### src/hdl/elevator_defines.svh
// Elevator request-side sizing macros
// Floor count, floor code width, request queue depth and pointer width

`ifndef ELEVATOR_DEFINES_SVH
`define ELEVATOR_DEFINES_SVH

//////////////////////////////////////////////////////////////////////
// Building geometry
//////////////////////////////////////////////////////////////////////

// Floors served by the car
`define NUM_FLOORS 11

// Floor 1 is code 0 and floor 11 is code 10
`define FLOOR_W 4

//////////////////////////////////////////////////////////////////////
// Request queue sizing
//////////////////////////////////////////////////////////////////////

`define QUEUE_DEPTH 16
`define QUEUE_PTR_W 4

`endif

### src/hdl/floor_pkg.sv
// Floor-related types
// Floor code, per-floor button and lamp mask, travel direction

`include "elevator_defines.svh"

package floor_pkg;

    //////////////////////////////////////////////////////////////////////
    // Floor encoding
    //////////////////////////////////////////////////////////////////////

    // Binary floor code, floor 1 maps to zero
    typedef logic [`FLOOR_W-1:0] floor_t;

    // One bit per floor, bit 0 is floor 1
    typedef logic [`NUM_FLOORS-1:0] floor_mask_t;

    //////////////////////////////////////////////////////////////////////
    // Travel direction
    //////////////////////////////////////////////////////////////////////

    typedef enum logic {
        DIR_DOWN = 1'b0,
        DIR_UP   = 1'b1
    } direction_t;

endpackage

### src/hdl/control_pkg.sv
// Control types shared between the car and the dispatcher
// Car status struct, dispatch command struct, dispatcher FSM states

package control_pkg;

    //////////////////////////////////////////////////////////////////////
    // Car interface
    //////////////////////////////////////////////////////////////////////

    // Reported by the car every cycle
    typedef struct packed {
        floor_pkg::floor_t current_floor;
        logic              moving;
    } car_status_t;

    // Command toward the car
    typedef struct packed {
        floor_pkg::floor_t     target_floor;
        floor_pkg::direction_t direction;
        logic                  activate;
    } dispatch_cmd_t;

    //////////////////////////////////////////////////////////////////////
    // Dispatcher FSM
    //////////////////////////////////////////////////////////////////////

    typedef enum logic [1:0] {
        DISP_IDLE   = 2'd0,
        DISP_DEPART = 2'd1,
        DISP_TRAVEL = 2'd2
    } dispatch_state_t;

endpackage

### src/hdl/car_dispatcher.sv
// Car dispatcher
// Pops targets, drives activate and direction, reports arrival,
// registers the door permissions

`timescale 1ns/1ns

module car_dispatcher (
    input  logic                        clock,
    input  logic                        reset_n,
    input  logic                        power_switch,
    input  logic                        emergency_btn,
    input  logic                        door_open_btn,
    input  logic                        door_close_btn,
    input  control_pkg::car_status_t    car_status,
    input  logic                        queue_empty,
    input  floor_pkg::floor_t           head_floor,
    output logic                        pop,
    output control_pkg::dispatch_cmd_t  dispatch_cmd,
    output logic                        arrived,
    output floor_pkg::floor_t           arrived_floor,
    output logic                        door_open_allowed,
    output logic                        door_close_allowed
);

    control_pkg::dispatch_state_t state;
    floor_pkg::floor_t            target;
    floor_pkg::direction_t        direction;
    logic                         enabled;
    logic                         at_target;
    logic                         activate;

    assign enabled   = power_switch && !emergency_btn;
    assign at_target = (car_status.current_floor == target);
    assign direction = (target > car_status.current_floor) ?
                       floor_pkg::DIR_UP : floor_pkg::DIR_DOWN;

    // Held through DEPART until the car reports motion
    assign activate = (state == control_pkg::DISP_DEPART) && !at_target && enabled;

    always_comb begin
        dispatch_cmd.target_floor = target;
        dispatch_cmd.direction    = direction;
        dispatch_cmd.activate     = activate;
    end

    // Target stays put from pop until the arrival pulse is gone
    assign arrived_floor = target;

    //////////////////////////////////////////////////////////////////////
    // Dispatch FSM
    //////////////////////////////////////////////////////////////////////

    always_ff @(posedge clock or negedge reset_n) begin
        if (!reset_n) begin
            state   <= control_pkg::DISP_IDLE;
            pop     <= 1'b0;
            arrived <= 1'b0;
        end else begin
            pop     <= 1'b0;
            arrived <= 1'b0;
            case (state)
                control_pkg::DISP_IDLE: begin
                    // One cycle of pop, then the head is taken as target
                    if (pop) begin
                        state <= control_pkg::DISP_DEPART;
                    end else if (!queue_empty) begin
                        pop <= 1'b1;
                    end
                end
                control_pkg::DISP_DEPART: begin
                    if (car_status.moving) begin
                        state <= control_pkg::DISP_TRAVEL;
                    end else if (at_target) begin
                        arrived <= 1'b1;
                        state   <= control_pkg::DISP_IDLE;
                    end
                end
                control_pkg::DISP_TRAVEL: begin
                    if (!car_status.moving) begin
                        if (at_target) begin
                            arrived <= 1'b1;
                            state   <= control_pkg::DISP_IDLE;
                        end else begin
                            state <= control_pkg::DISP_DEPART;
                        end
                    end
                end
                default: state <= control_pkg::DISP_IDLE;
            endcase
        end
    end

    always_ff @(posedge clock) begin
        if (state == control_pkg::DISP_IDLE && pop) begin
            target <= head_floor;
        end
    end

    //////////////////////////////////////////////////////////////////////
    // Door permissions
    //////////////////////////////////////////////////////////////////////

    always_ff @(posedge clock or negedge reset_n) begin
        if (!reset_n) begin
            door_open_allowed  <= 1'b0;
            door_close_allowed <= 1'b0;
        end else begin
            door_open_allowed  <= door_open_btn && !car_status.moving && power_switch;
            door_close_allowed <= door_close_btn && !car_status.moving && power_switch;
        end
    end

    // Car must be stopped whenever a new trip is requested
    a_activate_from_rest: assert property (@(posedge clock) disable iff (!reset_n)
        $rose(activate) |-> !car_status.moving);

endmodule

### src/hdl/floor_logic_top.sv
// Elevator request-side top level
// Button latch, request FIFO and car dispatcher

`timescale 1ns/1ns

module floor_logic_top (
    input  logic                        clock,
    input  logic                        reset_n,
    input  floor_pkg::floor_mask_t      floor_call_buttons,
    input  floor_pkg::floor_mask_t      panel_buttons,
    input  logic                        door_open_btn,
    input  logic                        door_close_btn,
    input  logic                        emergency_btn,
    input  logic                        power_switch,
    input  control_pkg::car_status_t    car_status,
    output control_pkg::dispatch_cmd_t  dispatch_cmd,
    output floor_pkg::floor_mask_t      call_button_lights,
    output floor_pkg::floor_mask_t      panel_button_lights,
    output logic                        door_open_allowed,
    output logic                        door_close_allowed
);

    logic              request_valid;
    floor_pkg::floor_t request_floor;
    logic              queue_empty;
    floor_pkg::floor_t head_floor;
    logic              pop;
    logic              arrived;
    floor_pkg::floor_t arrived_floor;

    request_latch u_request_latch (
        .clock               (clock),
        .reset_n             (reset_n),
        .floor_call_buttons  (floor_call_buttons),
        .panel_buttons       (panel_buttons),
        .emergency_btn       (emergency_btn),
        .power_switch        (power_switch),
        .car_status          (car_status),
        .arrived             (arrived),
        .arrived_floor       (arrived_floor),
        .call_button_lights  (call_button_lights),
        .panel_button_lights (panel_button_lights),
        .request_valid       (request_valid),
        .request_floor       (request_floor)
    );

    request_queue u_request_queue (
        .clock         (clock),
        .reset_n       (reset_n),
        .request_valid (request_valid),
        .request_floor (request_floor),
        .pop           (pop),
        .queue_empty   (queue_empty),
        .head_floor    (head_floor)
    );

    car_dispatcher u_car_dispatcher (
        .clock              (clock),
        .reset_n            (reset_n),
        .power_switch       (power_switch),
        .emergency_btn      (emergency_btn),
        .door_open_btn      (door_open_btn),
        .door_close_btn     (door_close_btn),
        .car_status         (car_status),
        .queue_empty        (queue_empty),
        .head_floor         (head_floor),
        .pop                (pop),
        .dispatch_cmd       (dispatch_cmd),
        .arrived            (arrived),
        .arrived_floor      (arrived_floor),
        .door_open_allowed  (door_open_allowed),
        .door_close_allowed (door_close_allowed)
    );

endmodule

### src/hdl/request_latch.sv
// Hall and cab button sampling
// Lamp banks, fixed-priority acceptance, one push per new floor

`timescale 1ns/1ns
`include "elevator_defines.svh"

module request_latch (
    input  logic                      clock,
    input  logic                      reset_n,
    input  floor_pkg::floor_mask_t    floor_call_buttons,
    input  floor_pkg::floor_mask_t    panel_buttons,
    input  logic                      emergency_btn,
    input  logic                      power_switch,
    input  control_pkg::car_status_t  car_status,
    input  logic                      arrived,
    input  floor_pkg::floor_t         arrived_floor,
    output floor_pkg::floor_mask_t    call_button_lights,
    output floor_pkg::floor_mask_t    panel_button_lights,
    output logic                      request_valid,
    output floor_pkg::floor_t         request_floor
);

    logic                   enabled;
    floor_pkg::floor_mask_t stop_mask;
    floor_pkg::floor_mask_t clear_mask;
    floor_pkg::floor_mask_t new_panel;
    floor_pkg::floor_mask_t new_call;
    floor_pkg::floor_mask_t panel_set;
    floor_pkg::floor_mask_t call_set;
    logic                   panel_hit;
    logic                   call_hit;
    floor_pkg::floor_t      panel_floor;
    floor_pkg::floor_t      call_floor;
    floor_pkg::floor_mask_t lamps;

    assign enabled = power_switch && !emergency_btn;

    // Floor the car is parked at, and floor being served
    always_comb begin
        stop_mask  = '0;
        clear_mask = '0;
        for (int i = 0; i < `NUM_FLOORS; i++) begin
            if (!car_status.moving && car_status.current_floor == floor_pkg::floor_t'(i)) begin
                stop_mask[i] = 1'b1;
            end
            if (arrived && arrived_floor == floor_pkg::floor_t'(i)) begin
                clear_mask[i] = 1'b1;
            end
        end
    end

    // A floor is new only while both of its lamps are dark
    assign new_panel = enabled ?
        (panel_buttons & ~stop_mask & ~panel_button_lights & ~call_button_lights) : '0;
    assign new_call = enabled ?
        (floor_call_buttons & ~stop_mask & ~panel_button_lights & ~call_button_lights) : '0;

    // Lowest floor wins, scanned top down so the last hit stands
    always_comb begin
        panel_hit   = 1'b0;
        call_hit    = 1'b0;
        panel_floor = '0;
        call_floor  = '0;
        for (int i = `NUM_FLOORS - 1; i >= 0; i--) begin
            if (new_panel[i]) begin
                panel_hit   = 1'b1;
                panel_floor = floor_pkg::floor_t'(i);
            end
            if (new_call[i]) begin
                call_hit   = 1'b1;
                call_floor = floor_pkg::floor_t'(i);
            end
        end
    end

    // Cab panel beats hall call
    assign request_valid = panel_hit || call_hit;
    assign request_floor = panel_hit ? panel_floor : call_floor;
    assign panel_set     = panel_hit ? (floor_pkg::floor_mask_t'(1) << panel_floor) : '0;
    assign call_set      = (!panel_hit && call_hit) ?
                           (floor_pkg::floor_mask_t'(1) << call_floor) : '0;

    always_ff @(posedge clock or negedge reset_n) begin
        if (!reset_n) begin
            call_button_lights  <= '0;
            panel_button_lights <= '0;
        end else begin
            call_button_lights  <= (call_button_lights | call_set) & ~clear_mask;
            panel_button_lights <= (panel_button_lights | panel_set) & ~clear_mask;
        end
    end

    // Floors with at least one lamp lit
    assign lamps = call_button_lights | panel_button_lights;

    // Pushed floor was dark and is the only floor lit on the next cycle
    a_winner_was_dark: assert property (@(posedge clock) disable iff (!reset_n)
        request_valid |=> (lamps & ~$past(lamps))
                          == (floor_pkg::floor_mask_t'(1) << $past(request_floor)));

endmodule

### src/hdl/request_queue.sv
// Request FIFO
// Circular buffer of accepted floors in press order

`timescale 1ns/1ns
`include "elevator_defines.svh"

module request_queue #(
    parameter int DEPTH = `QUEUE_DEPTH
) (
    input  logic              clock,
    input  logic              reset_n,
    input  logic              request_valid,
    input  floor_pkg::floor_t request_floor,
    input  logic              pop,
    output logic              queue_empty,
    output floor_pkg::floor_t head_floor
);

    typedef logic [`QUEUE_PTR_W-1:0] ptr_t;
    typedef logic [`QUEUE_PTR_W:0]   count_t;

    localparam ptr_t   LAST_PTR   = ptr_t'(DEPTH - 1);
    localparam count_t FULL_COUNT = count_t'(DEPTH);

    floor_pkg::floor_t mem [DEPTH];
    ptr_t              wr_ptr;
    ptr_t              rd_ptr;
    count_t            count;

    // Pointer wrap also handles depths that are not a power of two
    function automatic ptr_t ptr_next(input ptr_t ptr);
        ptr_next = (ptr == LAST_PTR) ? '0 : ptr + 1'b1;
    endfunction

    //////////////////////////////////////////////////////////////////////
    // Storage
    //////////////////////////////////////////////////////////////////////

    always_ff @(posedge clock) begin
        if (request_valid) begin
            mem[wr_ptr] <= request_floor;
        end
    end

    assign head_floor  = mem[rd_ptr];
    assign queue_empty = (count == '0);

    //////////////////////////////////////////////////////////////////////
    // Pointers and occupancy
    //////////////////////////////////////////////////////////////////////

    always_ff @(posedge clock or negedge reset_n) begin
        if (!reset_n) begin
            wr_ptr <= '0;
            rd_ptr <= '0;
            count  <= '0;
        end else begin
            if (request_valid) begin
                wr_ptr <= ptr_next(wr_ptr);
            end
            if (pop) begin
                rd_ptr <= ptr_next(rd_ptr);
            end
            case ({request_valid, pop})
                2'b10:   count <= count + 1'b1;
                2'b01:   count <= count - 1'b1;
                default: count <= count;
            endcase
        end
    end

    // Latch never pushes a lit floor, so a full queue means a lamp bug
    a_no_push_full: assert property (@(posedge clock) disable iff (!reset_n)
        request_valid |-> count != FULL_COUNT);

    a_no_pop_empty: assert property (@(posedge clock) disable iff (!reset_n)
        pop |-> count != '0);

endmodule

### config.mk
export PLATFORM = sky130hd
export DESIGN_NAME = floor_logic_top
export DESIGN_NICKNAME = d
export VERILOG_FILES = /design/src/hdl/floor_pkg.sv /design/src/hdl/control_pkg.sv /design/src/hdl/car_dispatcher.sv /design/src/hdl/floor_logic_top.sv /design/src/hdl/request_latch.sv /design/src/hdl/request_queue.sv
export VERILOG_INCLUDE_DIRS = /design/src /design/src/hdl
export SDC_FILE = /design/constraint.sdc
export NUM_CORES = 1
export LEC_CHECK = 0
export ABC_CLOCK_PERIOD_IN_PS = 4560
export BUFFER_PORTS_ARGS = -buffer_cell sky130_fd_sc_hd__buf_2
export CAP_MARGIN = 5
export CORE_MARGIN = 4
export CORE_UTILIZATION = 50
export CTS_BUF_LIST = sky130_fd_sc_hd__clkbuf_8
export CTS_CLUSTER_SIZE = 10
export DETAILED_ROUTE_END_ITERATION = 8
export GPL_TIMING_DRIVEN = 0
export HOLD_SLACK_MARGIN = 0.03
export PLACE_DENSITY = 0.71
export SKIP_CTS_REPAIR_TIMING = 1
export SLEW_MARGIN = 20
export SYNTH_ARGS = -nofsm -noshare
export SYNTH_HDL_FRONTEND = slang
export SYNTH_HIERARCHICAL = 1
export SYNTH_SLANG_ARGS = --single-unit
### constraint.sdc
create_clock -name clock -period 4.56 [get_ports clock]
set_input_delay 0.228 -clock clock [delete_from_list [all_inputs] [get_ports clock]]
set_output_delay 0.228 -clock clock [all_outputs]
set_load 0.05 [all_outputs]
==> results of run 1 <==
stage by stage:
step	hold WS (ns)	area [um^2]	total power, mW	utilization (%)
detailed placement	0.457	6200	2.95	56.4
floorplan	-0.0676	5700	2.57	-
finish	0.102	6380	3.44	58.1
global placement	0.448	6180	2.90	56.3
global route	0.0905	6380	3.68	58.1
CTS	0.0514	6370	3.46	58.0
cells in the final DEF, fill, tap and decap left out, types with 9 or more instances in the layout:
master	count
mux4_2	16
nor2b_1	9
nand3_1	20
clkbuf_8	9
buf_4	9
nand2b_1	12
o21ai_0	17
inv_1	18
o211ai_1	15
ha_1	17
nor2_1	28
edfxtp_1	68
buf_2	65
a21oi_1	17
nor4b_1	9
dfrtp_1	41
nand2_1	37
flip-flops by register name (all words and copies together), names as in the netlist:
register	cells
u_request_queue/wr_ptr	4
u_car_dispatcher/door_open_allowed	1
u_car_dispatcher/state	2
u_request_latch/call_button_lights	11
u_car_dispatcher/arrived	1
u_request_queue/rd_ptr	4
u_request_queue/mem	64
u_request_queue/count	5
u_car_dispatcher/pop	1
u_request_latch/panel_button_lights	11
u_car_dispatcher/door_close_allowed	1
u_car_dispatcher/arrived_floor	4
kinds of logic (layout without fill, tap and decap cells):
logic type      Yosys count  in the layout  share of synthesized area, %
buf+inv                  41            122                          3.76
mux                      19             19                          6.90
xor+xnor                  8              8                          1.23
flops                   109            109                          53.9
fa+ha+maj                17             17                          3.73
compound gates          103            103                          13.5
simple gates            164            164                          17.0
power groups by stage:
stage	registers [mW]	clock network (mW)	logic (mW)
3_5_place_dp	1.43	0	1.52
4_1_cts	1.41	0.529	1.53
2_1_floorplan	1.60	0	0.972
6_report	1.41	0.510	1.52
5_1_grt	1.44	0.583	1.66
3_3_place_gp	1.43	0	1.47
cell type report:
type / count / share of cell area [%]
Sequential cell: 109 / 48.1
Clock buffer: 9 / 1.94
Timing Repair Buffer: 65 / 5.30
Buffer: 25 / 2.41
Multi-Input combinational cell: 311 / 37.9
Tap cell: 140 / 2.75
Inverter: 16 / 0.941
Clock inverter: 7 / 0.686
per-layer routing:
metal | up-vias | wire, um | track usage, %
met5 | - | 0 | 0
met4 | 0 | 320 | 7.43
met3 | 21 | 627 | 3.32
met2 | 110 | 6290 | 34.7
met1 | 1944 | 5320 | 25.5
li1 | 1904 | - | -
critical path, cell delays in order, from the launching register on:
cell and delay, ns:
dfrtp_1 0.43, nor4b_1 0.60, o211ai_1 0.25, nand3b_1 0.28
nor4_4 0.09, nand3_1 0.09, clkbuf_1 0.35, inv_1 0.16
ha_1 0.24, buf_2 0.17, xor2_1 0.17, ha_1 0.23
a21oi_1 0.15, xor2_1 0.16, nor2_1 0.06, xor2_1 0.14
worst min-delay path by stage:
stage,end,startpoint,slack (ns),cells past startpoint
after global placement,u_request_queue/wr_ptr[0]$_DFFE_PN0P_,reset_n,0.45,1
final,u_car_dispatcher/door_close_allowed$_DFF_PN0_,door_close_btn,0.10,2
after global routing,u_car_dispatcher/door_open_allowed$_DFF_PN0_,door_open_btn,0.09,2
after CTS,u_request_queue/wr_ptr[1]$_DFFE_PN0P_,reset_n,0.05,1
after detailed placement,u_request_queue/count[4]$_DFFE_PN0P_,u_request_queue/count[4]$_DFFE_PN0P_,0.46,1
after floorplan,u_car_dispatcher/arrived$_DFF_PN0_,reset_n,-0.07,0
==> impl_results.md, run 1 <==
- Run status: finished clean
- GRT Resource Usage Total: around 20%
- Fin crit period: 3.71 ns
- WL per Instance: 18.4 um
- Via count: 3,979
- Clock root cell: clkbuf_8
- Switching share of power: 40.7%
- Area delta synth->final: 12.0%
- HPWL Detailed: 9630 um
- Final worst slack: 0.846 ns
- FILL cells: 907
- Switching Power: roughly 1.4 mW
- Crit end category: flop
- First-pass GRT wire length: 20,300 um
- Non-Filler Instances: 682
- Final Hold Vio Count: 0
- Final GP Congestion: 0.912
- Largest net degree at the start of global routing: 42
- Worst r2r src: u_request_latch/panel_button_lights[9]$_DFF_PN0_
- Highest Clock Rate: about 0.27 GHz
- Initial antenna violation count: 0
- Kind of critical path: flop to flop
- Clock Skews: 0.0132 ns
- Final antenna-violating net count: 0
- RSZ-0062 raised after global routing: no
- Vias per inst: 5.83
- MaxCap Viol Count: 0
- Share of cells above drive strength 1: 24.4%
- R2R Path End: u_request_queue/count[2]$_DFFE_PN0P_
- Pwr Density: 539 nW/um^2
- Reg2reg path depth: 15
- Startpoint types: flop
- Synth top area share: 35.9%
- Syn_nets: between 500 and 600
- Synth Cell Area: 5700 um^2
- TritonCTS clock tree: done
- Clk pwr share: 14.8%
- Synth cell count leaders: edfxtp_1 (68), dfrtp_1 (41), nand2_1 (37)
- Number of enable flip-flop cells after synthesis: 68
- Post-synth top flop: edfxtp_1
- Clk buf depth: 2
- Die footprint: about 13,000 um^2
- Vias in the first global route: about 3,900
- Yosys Warn Count: 6
- Sink Count: approximately 110
- Rows: 38
- Clk pin slew, worst setup/hold paths: 0.10 ns
- Num CTS Buffers: 9
- Buffers added on ports: 62
- Static Leak: 2.48 nW
- H-tree levels: 3
- CP Max Fanout: 9
- Residual DRC: 0
- Pre-antenna DRT Iters: 4
- Sequential cell area: 3070 um^2
- Worst setup path startpoint: u_request_latch/panel_button_lights[9]$_DFF_PN0_
- TNS Setup: 0 ns
- Die Span Y: 115 um
- Syn avg cell area: ~12 um^2
- Initial Util: 51.9%
- CP required: ~4.8 ns
- Area leader, netlist: edfxtp_1
- Tcrit/Tclk final: 81.4%
- Worst setup endpoint: u_request_queue/count[2]$_DFFE_PN0P_
- CORE AREA: between 10,000 and 15,000 um^2
- Relative slew slack: between 40% and 50%
- Post-synthesis register bit count: 109
- Logic pwr share: 44.1%
- GRT overflow: 0
- Internal power: 2.04 mW
- DIE WIDTH: 115 um
- First-iteration detailed-routing DRC count: 304
- Largest cells by area after synthesis: edfxtp_1 (36%), dfrtp_1 (18%), mux4_2 (6.3%)
- Yosys cell types: 67
- Post-synthesis sequential area ratio: 53.9%
- Pre-CTS WS: 0.588 ns
- Final #Nets: 587
- Flop pwr share: 41.0%
- Ys async rst share: a little under two fifths
- Placed insts: 665
- Skew-Pair Late Insertion Delay: 0.37 ns
- HP Class: input pin to flop
- Cell with the most instances after synthesis: edfxtp_1
- IO Count: 63
- Final wirelength: 12,600 um
- VDD IR max: 0.321 mV
- Data arrival, critical path: 3.95 ns
- Multi-input gate area: approximately 2400 um^2
- Ant. Diodes: 0
- Setup Viol. Count Final: 0
- Syn Inst Count: 461
- Pins over their slew limit: 0
- Worst R2R Setup Slack: 0.85 ns
- Least-Margin Pin Slew: 0.796 ns
No activity file was read; power rests on OpenSTA's default activity.
==> run 2, diff against run 1 <==
--- a/config.mk
+++ b/config.mk
@@ -6,7 +6,7 @@
 export SDC_FILE = /design/constraint.sdc
 export NUM_CORES = 1
 export LEC_CHECK = 0
-export ABC_CLOCK_PERIOD_IN_PS = 4560
+export ABC_CLOCK_PERIOD_IN_PS = 3400
 export BUFFER_PORTS_ARGS = -buffer_cell sky130_fd_sc_hd__buf_2
 export CAP_MARGIN = 5
 export CORE_MARGIN = 4
@@ -16,7 +16,7 @@
 export DETAILED_ROUTE_END_ITERATION = 8
 export GPL_TIMING_DRIVEN = 0
 export HOLD_SLACK_MARGIN = 0.03
-export PLACE_DENSITY = 0.71
+export PLACE_DENSITY = 0.73
 export SKIP_CTS_REPAIR_TIMING = 1
 export SLEW_MARGIN = 20
 export SYNTH_ARGS = -nofsm -noshare
==> constraint.sdc (replaced) <==
create_clock -name clock -period 3.4 [get_ports clock]
set_input_delay 0.17 -clock clock [delete_from_list [all_inputs] [get_ports clock]]
set_output_delay 0.17 -clock clock [all_outputs]
set_load 0.05 [all_outputs]
==> impl_results.md, run 2 (same netlist as run 1, synthesis figures left out) <==
- Run status: finished clean
- Least-Margin Pin Slew: 0.964 ns (+0.168 ns)
- Ant. Diodes: 0 (unchanged)
- Pre-antenna DRT Iters: 5 (+1)
- Static Leak: 2.54 nW (+2.2%)
- Crit end category: flop
- Clock root cell: clkbuf_8
- Number of flip-flops in the largest register: 64 (unchanged)
- VDD IR max: 0.424 mV (+32%)
- RSZ-0062 raised after global routing: no
- Setup Viol. Count Final: 0 (unchanged)
- CP Max Fanout: 8 (-1)
- Clk pin slew, worst setup/hold paths: 0.10 ns (about the same)
- H-tree levels: 3 (unchanged)
- Sink Count: 109 (unchanged)
- Worst setup endpoint: u_request_queue/count[2]$_DFFE_PN0P_
- Biggest register: u_request_queue/mem
- Vias in the first global route: 3,966 (+0.86%)
- Skew-Pair Late Insertion Delay: 0.38 ns (about the same)
- Highest Clock Rate: 0.319 GHz (+19%)
- Largest net degree at the start of global routing: 42 (unchanged)
- Worst r2r src: u_request_latch/panel_button_lights[0]$_DFF_PN0_
- Final Util: 59.1% (+1.1 points)
- Worst R2R Setup Slack: 0.27 ns (-0.58 ns)
- Relative slew slack: 35.7% (-11 points)
- IO Count: 63 (unchanged)
- HP Class: input pin to flop
- Final GP Congestion: 0.883 (-3.1%)
- Initial Util: 51.9% (unchanged)
- Biggest regs: u_request_queue/mem (64), u_request_latch/call_button_lights (11), u_request_latch/panel_button_lights (11)
- Kind of critical path: flop to flop
- First-pass GRT wire length: 20,000 um (-1.5%)
- Clock Skews: 0.00978 ns (-0.00346 ns)
- Hold WS: 0.0474 ns (-0.0542 ns)
- Die Span Y: 115 um (unchanged)
- MaxCap Viol Count: 0 (unchanged)
- Area delta synth->final: 14.1%
- DIE WIDTH: 115 um (unchanged)
- GRT overflow: 0 (unchanged)
- Commonest non-fill, non-tap cell in the layout: edfxtp_1
- Vias per inst: 5.88 (+0.77%)
- GRT Resource Usage Total: 19.7% (-0.38 points)
- Share of cells above drive strength 1: 27.0% (+2.7 points)
- CP required: 3.67 ns (-1.13 ns)
- R2R Path End: u_request_queue/count[2]$_DFFE_PN0P_
- Data arrival, critical path: 3.40 ns (-0.55 ns)
- Pwr Density: 727 nW/um^2 (+35%)
- Startpoint types: flop
- Final wirelength: 12,600 um (+0.43%)
- Final #Nets: 593 (+1.0%)
- Via count: 4,045 (+1.7%)
- TritonCTS clock tree: done
- Final Hold Vio Count: 0 (unchanged)
- Worst setup path startpoint: u_request_latch/panel_button_lights[0]$_DFF_PN0_
- Die footprint: 13,200 um^2 (unchanged)
- Pre-CTS WS: -0.426 ns (-1.01 ns)
- Tcrit/Tclk final: 92.1% (+11 points)
- Residual DRC: 0 (unchanged)
- CORE AREA: 11,000 um^2 (unchanged)
- First-iteration detailed-routing DRC count: 441 (+45%)
- Initial antenna violation count: 0 (unchanged)
- Buffers added on ports: 62 (unchanged)
- Clk buf depth: 2 (unchanged)
- Num CTS Buffers: 9 (unchanged)
- Fin crit period: 3.13 ns (-0.582 ns)
- Rows: 38 (unchanged)
- WL per Instance: 18.3 um (-0.45%)
- HPWL Detailed: 9600 um (-0.25%)
- Reg2reg path depth: 14 (-1)
- Most frequent cells in the layout: edfxtp_1 (68), buf_2 (66), dfrtp_1 (41), nand2_1 (37), nor2_1 (28)
- Pins over their slew limit: 0 (unchanged)
- Final worst slack: 0.268 ns (-0.578 ns)
- Final antenna-violating net count: 0 (unchanged)
run 2: critical path: stages, from the launching register on:
cell	delay [ns]
dfrtp_1	0.43
nor4b_2	0.40
o211a_1	0.37
nand4b_4	0.24
nor4_4	0.09
nand3_4	0.10
inv_2	0.05
ha_1	0.21
buf_2	0.18
xor2_1	0.17
ha_1	0.23
a21oi_1	0.16
xor2_1	0.17
nor2_1	0.06
xor2_1	0.14
run 2: final cells by class:
class | instances | area, um^2
plain buffers | 24 | 150
clock buffers | 10 | 138
clock inverters | 6 | 45.0
fillers | 912 | 4490
inverters | 16 | 60.1
multi-input cells | 311 | 2470
flip-flops and latches | 109 | 3070
well taps | 140 | 175
repair buffers | 72 | 390
run 2: per-layer routing:
metal | GRT usage (%) | wire (um) | up-vias
met5 | 0 | 0 | -
met4 | 6.73 | 337 | 0
met3 | 5.21 | 838 | 22
met2 | 31.9 | 5930 | 132
met1 | 25.9 | 5510 | 1968
li1 | - | - | 1923
run 2: worst min path at each step:
stage / startpoint / to / slack [ns] / cells after the start
CTS: reset_n / u_car_dispatcher/door_open_allowed$_DFF_PN0_ / -0.07 / 1
floorplan: reset_n / u_car_dispatcher/arrived$_DFF_PN0_ / -0.13 / 0
detailed placement: reset_n / u_car_dispatcher/door_open_allowed$_DFF_PN0_ / 0.37 / 1
global placement: reset_n / u_car_dispatcher/door_open_allowed$_DFF_PN0_ / 0.35 / 1
global route: door_open_btn / u_car_dispatcher/door_open_allowed$_DFF_PN0_ / 0.05 / 2
finish: door_open_btn / u_car_dispatcher/door_open_allowed$_DFF_PN0_ / 0.05 / 2
run 2: per-stage QoR:
stage          instances  TNS, ns  power [mW]  cell area, um^2
2_1_floorplan        461        0        3.45             5700
3_3_place_gp         663   -10.20        3.88             6180
3_5_place_dp         666    -1.14        3.97             6200
4_1_cts              682   -0.769        4.71             6390
5_1_grt              688        0        5.02             6500
6_report             688        0        4.72             6500
run 2: power breakdown:
| group | switching [mW] | internal (mW) | total, mW |
|---|---|---|---|
| Combinational | 1.29 | 0.808 | 2.09 |
| Sequential | 0.209 | 1.69 | 1.90 |
| Clock | 0.439 | 0.293 | 0.732 |
